## src/bp_pkg.sv

```systemverilog
package bp_pkg;

	// queue geometry, one slot always left empty
	localparam int BHQ_SIZE = 8;
	localparam int BHQ_TAG_BITS = $clog2(BHQ_SIZE); // 3

	// global history length
	localparam int HIST_BITS = 6;

	// pattern table geometry
	localparam int PHT_ENTRIES = 64;
	localparam int PHT_INDEX_BITS = $clog2(PHT_ENTRIES); // 6

	typedef logic [BHQ_TAG_BITS-1:0] tag_t; // queue slot number
	typedef logic [HIST_BITS-1:0] hist_t; // bit 0 is the youngest branch
	typedef logic [PHT_INDEX_BITS-1:0] pht_index_t;

	// two-bit saturating counter
	// upper bit set means predict taken
	typedef logic [1:0] counter_t;

	localparam counter_t COUNTER_RESET = 2'b01; // weakly not taken

	// one queue row, the speculative history right after a branch
	typedef struct packed {
		hist_t branch_history; // bit 0 is this branch's own direction
		pht_index_t pht_index; // counter index used to predict it
	} bhq_row_t;

endpackage

```

## src/bhq_ctrl_if.sv

```systemverilog
interface bhq_ctrl_if import bp_pkg::*; ();

	logic clear_en; // drop this row and all younger ones
	tag_t clear_index;
	logic shift_en; // retire this row and all older ones
	tag_t shift_index;
	logic fix_en; // corrected row goes into the cleared slot
	bhq_row_t fix_row;
	tag_t read_index; // tagged lookup, combinational
	bhq_row_t read_row;

	modport resolve (
		output clear_en, clear_index,
		output shift_en, shift_index,
		output fix_en, fix_row,
		output read_index,
		input read_row
	);

	modport queue (
		input clear_en, clear_index,
		input shift_en, shift_index,
		input read_index,
		output read_row
	);

endinterface

```

## src/branch_history_queue.sv

```systemverilog
module branch_history_queue import bp_pkg::*; (
	input logic clock,
	input logic reset,
	input logic write_en, // fetch row or fix row, picked at top
	input bhq_row_t write_row,
	bhq_ctrl_if.queue ctrl,
	output tag_t write_tag, // slot the row lands in
	output logic newest_valid,
	output bhq_row_t newest_row
);

	// oldest row sits at head, tail is the next free slot
	bhq_row_t rows [BHQ_SIZE];

	tag_t head;
	tag_t head_next;
	tag_t tail;
	tag_t tail_next;
	tag_t write_slot;
	tag_t newest_slot;

	// is idx inside the occupied span [h, t) of the ring
	function automatic logic in_range(tag_t idx, tag_t h, tag_t t);
		logic hit;
		if (h <= t) begin
			hit = (idx >= h) && (idx < t);
		end else begin
			// wrapped, occupied is everything outside [t, h)
			hit = !((idx < h) && (idx >= t));
		end
		return hit;
	endfunction

	always_comb begin
		head_next = head;
		tail_next = tail;

		// clear first, tail rolls back to the mispredicted slot
		if (ctrl.clear_en && in_range(ctrl.clear_index, head, tail)) begin
			tail_next = ctrl.clear_index;
		end

		// then shift, checked against the already cleared span
		if (ctrl.shift_en && in_range(ctrl.shift_index, head_next, tail_next)) begin
			head_next = ctrl.shift_index + 1'b1; // wraps mod BHQ_SIZE
		end

		// write goes to the tail left by clear and shift
		write_slot = tail_next;
		if (write_en) begin
			tail_next = tail_next + 1'b1;
			if (tail_next == head_next) begin
				head_next = head_next + 1'b1; // full, oldest row falls out
			end
		end
	end

	// row storage, no reset, validity lives in the pointers
	always_ff @(posedge clock) begin
		if (write_en) begin
			rows[write_slot] <= write_row;
		end
	end

	always_ff @(posedge clock) begin
		if (reset) begin
			head <= '0;
			tail <= '0;
		end else begin
			head <= head_next;
			tail <= tail_next;
		end
	end

	assign write_tag = write_slot; // equals clear_index on a fix
	assign newest_slot = tail - 1'b1; // row just below the tail
	assign newest_valid = (head != tail);
	assign newest_row = rows[newest_slot];

	// tagged read for the resolve unit
	assign ctrl.read_row = rows[ctrl.read_index];

endmodule

```

## src/branch_predictor_top.sv

```systemverilog
module branch_predictor_top import bp_pkg::*; (
	input logic clock,
	input logic reset,
	input logic fetch_valid,
	input pht_index_t fetch_pc, // low pc bits
	output logic pred_taken,
	output tag_t pred_tag,
	input logic resolve_valid,
	input tag_t resolve_tag,
	input logic resolve_taken,
	input logic retire_valid,
	input tag_t retire_tag,
	output logic mispredict,
	output hist_t history,
	output logic history_valid
);

	bhq_ctrl_if ctrl ();

	logic write_en;
	bhq_row_t write_row;
	bhq_row_t fetch_row;
	tag_t write_tag;
	logic newest_valid;
	bhq_row_t newest_row;
	hist_t cur_history;
	pht_index_t pht_index;
	counter_t read_counter;
	logic update_en;
	pht_index_t update_index;
	logic update_taken;

	// speculative history, zero when the queue is empty
	assign cur_history = newest_valid ? newest_row.branch_history : '0;

	// gshare
	assign pht_index = fetch_pc ^ cur_history;
	assign pred_taken = read_counter[1];

	assign fetch_row.branch_history = {cur_history[HIST_BITS-2:0], pred_taken};
	assign fetch_row.pht_index = pht_index;

	// fix wins, a fetch alongside a mispredict is wrong path
	assign write_en = ctrl.fix_en || fetch_valid;
	assign write_row = ctrl.fix_en ? ctrl.fix_row : fetch_row;

	assign pred_tag = write_tag;
	assign history = cur_history;
	assign history_valid = newest_valid;

	branch_history_queue u_queue (
		.clock(clock),
		.reset(reset),
		.write_en(write_en),
		.write_row(write_row),
		.ctrl(ctrl.queue),
		.write_tag(write_tag),
		.newest_valid(newest_valid),
		.newest_row(newest_row)
	);

	pattern_table u_pht (
		.clock(clock),
		.reset(reset),
		.read_index(pht_index),
		.read_counter(read_counter),
		.update_en(update_en),
		.update_index(update_index),
		.update_taken(update_taken)
	);

	branch_resolve_unit u_resolve (
		.resolve_valid(resolve_valid),
		.resolve_tag(resolve_tag),
		.resolve_taken(resolve_taken),
		.retire_valid(retire_valid),
		.retire_tag(retire_tag),
		.ctrl(ctrl.resolve),
		.update_en(update_en),
		.update_index(update_index),
		.update_taken(update_taken),
		.mispredict(mispredict)
	);

endmodule

```

## src/branch_resolve_unit.sv

```systemverilog
module branch_resolve_unit import bp_pkg::*; (
	input logic resolve_valid,
	input tag_t resolve_tag,
	input logic resolve_taken, // real outcome from execute
	input logic retire_valid,
	input tag_t retire_tag,
	bhq_ctrl_if.resolve ctrl,
	output logic update_en,
	output pht_index_t update_index,
	output logic update_taken,
	output logic mispredict
);

	logic predicted_taken;
	hist_t fixed_history;

	// look up the resolving branch by its tag
	assign ctrl.read_index = resolve_tag;
	assign predicted_taken = ctrl.read_row.branch_history[0]; // own direction bit

	assign mispredict = resolve_valid && (resolve_taken != predicted_taken);

	// same history, own bit flipped to the real outcome
	assign fixed_history = {ctrl.read_row.branch_history[HIST_BITS-1:1], resolve_taken};

	// recovery drops the row and everything younger,
	// then rewrites the slot with the corrected row
	assign ctrl.clear_en = mispredict;
	assign ctrl.clear_index = resolve_tag;
	assign ctrl.fix_en = mispredict;
	assign ctrl.fix_row.branch_history = fixed_history;
	assign ctrl.fix_row.pht_index = ctrl.read_row.pht_index; // keep original index

	// retire frees this row and all older ones
	assign ctrl.shift_en = retire_valid;
	assign ctrl.shift_index = retire_tag;

	// every resolve trains the counter it predicted with
	assign update_en = resolve_valid;
	assign update_index = ctrl.read_row.pht_index;
	assign update_taken = resolve_taken;

endmodule

```

## src/pattern_table.sv

```systemverilog
module pattern_table import bp_pkg::*; (
	input logic clock,
	input logic reset,
	input pht_index_t read_index, // predict side
	output counter_t read_counter,
	input logic update_en, // train side
	input pht_index_t update_index,
	input logic update_taken
);

	counter_t counters [PHT_ENTRIES];

	counter_t update_old;
	counter_t update_new;

	// combinational lookup for the fetch
	assign read_counter = counters[read_index];

	// one step toward the outcome, pinned at 0 and 3
	always_comb begin
		update_old = counters[update_index];
		update_new = update_old;
		if (update_taken) begin
			if (update_old != 2'b11) begin
				update_new = update_old + 1'b1;
			end
		end else begin
			if (update_old != 2'b00) begin
				update_new = update_old - 1'b1;
			end
		end
	end

	always_ff @(posedge clock) begin
		if (reset) begin
			for (int i = 0; i < PHT_ENTRIES; i++) begin
				counters[i] <= COUNTER_RESET; // all weakly not taken
			end
		end else if (update_en) begin
			counters[update_index] <= update_new;
		end
	end

endmodule

```

## config.mk

```make
export PLATFORM = sky130hd
export DESIGN_NAME = branch_predictor_top
export DESIGN_NICKNAME = d
export VERILOG_FILES = /design/src/bp_pkg.sv /design/src/bhq_ctrl_if.sv /design/src/branch_history_queue.sv /design/src/branch_predictor_top.sv /design/src/branch_resolve_unit.sv /design/src/pattern_table.sv
export SDC_FILE = /design/constraint.sdc
export NUM_CORES = 1
export LEC_CHECK = 0
export BUFFER_PORTS_ARGS = -buffer_cell sky130_fd_sc_hd__buf_2
export CAP_MARGIN = 15
export CORE_UTILIZATION = 55
export CTS_BUF_LIST = sky130_fd_sc_hd__clkbuf_16
export DETAILED_ROUTE_END_ITERATION = 10
export PLACE_DENSITY = 0.72
export REMOVE_ABC_BUFFERS = 1
export SYNTH_ARGS = -nofsm -noshare
export SYNTH_HDL_FRONTEND = slang
export SYNTH_SLANG_ARGS = --single-unit
```

## constraint.sdc

```tcl
create_clock -name clock -period 6.37 [get_ports clock]
set_clock_uncertainty 0.1 [all_clocks]
set_input_delay 0 -clock clock [delete_from_list [all_inputs] [get_ports clock]]
set_output_delay 0 -clock clock [all_outputs]
set_load 0.01 [all_outputs]
```

==> results by group <==
Outcome
  • Status: completed

Synthesis
  • Synth area leaders: edfxtp_1 55%, mux4_2 10%, nand2_1 5.5%
  • Mapped Area: 12300 µm²
  • Yosys reg bits: 230
  • Seq/Total Area, Yosys: 0.559
  • Primary FF master, synth: edfxtp_1
  • Avg Cell Area, Syn: 12.0 µm²
  • Yosys top cell area share: 0.549
  • Post-synthesis cell count: 1017
  • Asr flop ratio synth: 0
  • Synth cell types: 65
  • Number of synthesized flops with an enable pin: 224
  • Yosys warns: 0
  • Post-synth top area cell: edfxtp_1

Detailed routing
  • Post-DRT Antenna Nets: 0
  • Vias: 9116
  • Drt pass-1 iters: 6
  • Detailed-route DRC error count: 0
  • Starting DRT DRC Count: 1243
  • WL final: 33900 µm
  • Via/cell ratio: 6.76
  • DR WL/cell: 25.2 µm

Placed design
  • Number of port buffers: 29
  • HPWL Detailed: 22800 µm
  • Post-Place Setup Slack: 1.12 ns
  • GP Congestion: 0.970

Worst setup path
  • Worst path most repeated cell: ha_1
  • Buf/Inv on CP: 1
  • Cell family with most CP delay: compound AO/OA/AOI/OAI gates
  • CP max stage cell: dfxtp_1
  • Reg2Reg Depth: 17
  • CP peak stage delay: 0.68 ns
  • Critical path startpoint category: flip-flop
  • CP Cell Sequence: ha_1 > and3_1 > a21o_1 > a22oi_1 > o21ai_2 > o21ai_1 > ha_1 > nor2_1 > inv_1 > o2111ai_1 > o311a_1 > o22ai_1 > and4b_1 > o211a_1 > or3_1 > a2111oi_2 > mux2i_1
  • Critical Path AT: 5.66 ns
  • CP Data Required Time: 6.72 ns
  • CP endpoint kind: flip-flop
  • CP Depth: 17
  • WS Path Type: flip-flop to flip-flop
  • CP max FO: 10

STA
  • Slew @ Worst Pin: 1.09 ns
  • Worst slew margin: 0.271
  • F_max: 0.188 GHz
  • Worst hold slack: 0.0969 ns
  • Period Utilization, post-route: 0.833
  • Setup ws final: 1.06 ns
  • Unrepaired setup endpoints after global routing: no
  • Final setup fails: 0
  • Count of pins over their slew limit: 0
  • Final min period: 5.31 ns
  • Fin. Hold Viols: 0
  • TNS Setup: 0 ns

GRT
  • Largest net degree at the start of global routing: 69
  • Total grt overflow: 0
  • Initial antenna violation count: 0
  • Vias in the first global route: 8743
  • GRT Total Usage: 0.304
  • First-pass GRT wire length: 51000 µm

Clocking
  • TritonCTS Buffers: 24
  • Worst skew pair latency: 0.54 ns
  • CTS tree: yes
  • Total clock sinks: 230
  • Cts hold-fix bufs: 7
  • Post-CTS sizing: 0
  • Worst-path clk slew: 0.06 ns
  • Postcts setup bufs: 0
  • Root buf cell: clkbuf_16
  • Clock Tree Buf Depth: 3
  • Max H-tree Level: 1

Layout
  • Reg area: 6850 µm²
  • Ratio of cells with drive above 1 in the final layout: 0.181
  • Area Overhead vs Synth: 11.4%
  • Layout Nets: 1086
  • Fin util: 0.625
  • Most frequent cells in the layout: 224 x edfxtp_1, 180 x nand2_1, 105 x nor2_1, 57 x o21ai_0, 56 x mux4_2
  • Diodes inserted: 0
  • Multi-input combinational cell area: 5120 µm²
  • FILL cells: 1686
  • Most common cell after layout, fill and taps aside: edfxtp_1

Floorplan
  • Core Area: 21800 µm²
  • Initial core utilization: 0.562
  • Die width: 151 µm
  • Chip Height: 151 µm
  • Die Area: 22900 µm²
  • Row count: 54
  • IO Pins: 30

Power
  • Total power: 6.27 mW
  • LEAKAGE: 4.55 nW
  • P per Cell Area: 459 nW/µm²
  • IR drop worst, VDD: 0.244 mV

Min path
  • Hold crit path type: input pin to flip-flop
  • Hold depth: 5

Job
  • Max-cap viol count: 0
[stage by stage]
stage | instance area, µm² | std cells
after detailed placement | 12800 | 1297
after floorplan | 12000 | 957
after global placement | 12800 | 1297
final | 13600 | 1348
after global routing | 13600 | 1348
after CTS | 13600 | 1347
[cell families (layout without fill, tap and decap cells)]
| family | after synthesis | in the layout | share of synthesized area |
|---|---|---|---|
| flops | 230 | 230 | 0.559 |
| buf+inv | 82 | 133 | 0.0290 |
| fa+ha+maj | 21 | 21 | 0.0207 |
| xor+xnor | 10 | 10 | 0.00837 |
| simple gates | 395 | 395 | 0.142 |
| compound gates | 162 | 162 | 0.0854 |
| mux | 117 | 117 | 0.156 |
[worst reg2reg max path, stage by stage (launching register included)]
cell       delay, ns
dfxtp_1         0.68
ha_1            0.33
and3_1          0.25
a21o_1          0.22
a22oi_1         0.42
o21ai_2         0.18
o21ai_1         0.56
ha_1            0.36
nor2_1          0.15
inv_1           0.09
o2111ai_1       0.11
o311a_1         0.21
o22ai_1         0.12
and4b_1         0.23
o211a_1         0.25
or3_1           0.36
a2111oi_2       0.39
mux2i_1         0.21
[metal layers]
| layer | vias to the layer above | wire length (µm) | GRT usage |
|---|---|---|---|
| li1 | 3924 | - | - |
| met3 | 130 | 3610 | 0.0575 |
| met4 | 0 | 1480 | 0.127 |
| met2 | 628 | 15900 | 0.491 |
| met1 | 4434 | 12900 | 0.403 |
| met5 | - | 0 | 0 |
[layout make-up]
cell class,instances,share of cell area
multi-input combinational,705,0.375
timing repair buffer,68,0.0334
inverter,22,0.00605
tap,280,0.0257
clock inverter,19,0.0143
clock buffer,24,0.0440
sequential,230,0.502
[worst paths after layout]
kind,startpoint,end,slack (ns)
worst max register to register,u_queue.tail[0],u_queue.head[0],1.06
worst min-delay path,retire_tag[1],u_queue.head[1],0.1
worst max-delay path,u_queue.tail[0],u_queue.head[0],1.06
worst min register to register,u_queue.head[1],u_queue.head[1],0.68
[power breakdown]
group	switching, mW	internal [mW]	leakage [nW]
Clock	0.592	0.814	0.396
Sequential	0.0878	2.07	2.02
Combinational	1.71	1.00	2.13
Total	2.39	3.88	4.55
[cells in the mapped netlist, drive strengths merged (2+ instances only)]
| cell type | n |
|---|---|
| a22oi | 14 |
| o21ai | 64 |
| a21o | 2 |
| buf | 26 |
| a211oi | 2 |
| o31ai | 2 |
| mux2 | 19 |
| a31oi | 2 |
| and3 | 12 |
| nor3 | 23 |
| a221o | 2 |
| clkbuf | 34 |
| a311oi | 5 |
| o221ai | 2 |
| or3 | 11 |
| o211a | 3 |
| a221oi | 10 |
| maj3 | 4 |
| nand2b | 2 |
| o211ai | 6 |
| nand2 | 180 |
| ha | 17 |
| a21oi | 24 |
| mux2i | 42 |
| mux4 | 56 |
| edfxtp | 224 |
| o21a | 4 |
| dfxtp | 6 |
| nor2b | 4 |
| xnor2 | 9 |
| nor2 | 109 |
| o2bb2ai | 2 |
| or2 | 4 |
| o311a | 2 |
| o22ai | 8 |
| o2111ai | 2 |
| nand3 | 42 |
| o311ai | 2 |
| nand3b | 3 |
| inv | 22 |
[flip-flops by register name, indices dropped and copies added (netlist names)]
signal	count
u_pht.counters	128
u_queue.rows	96
u_queue.head	3
u_queue.tail	3
No activity file was read; power rests on OpenSTA's default activity.
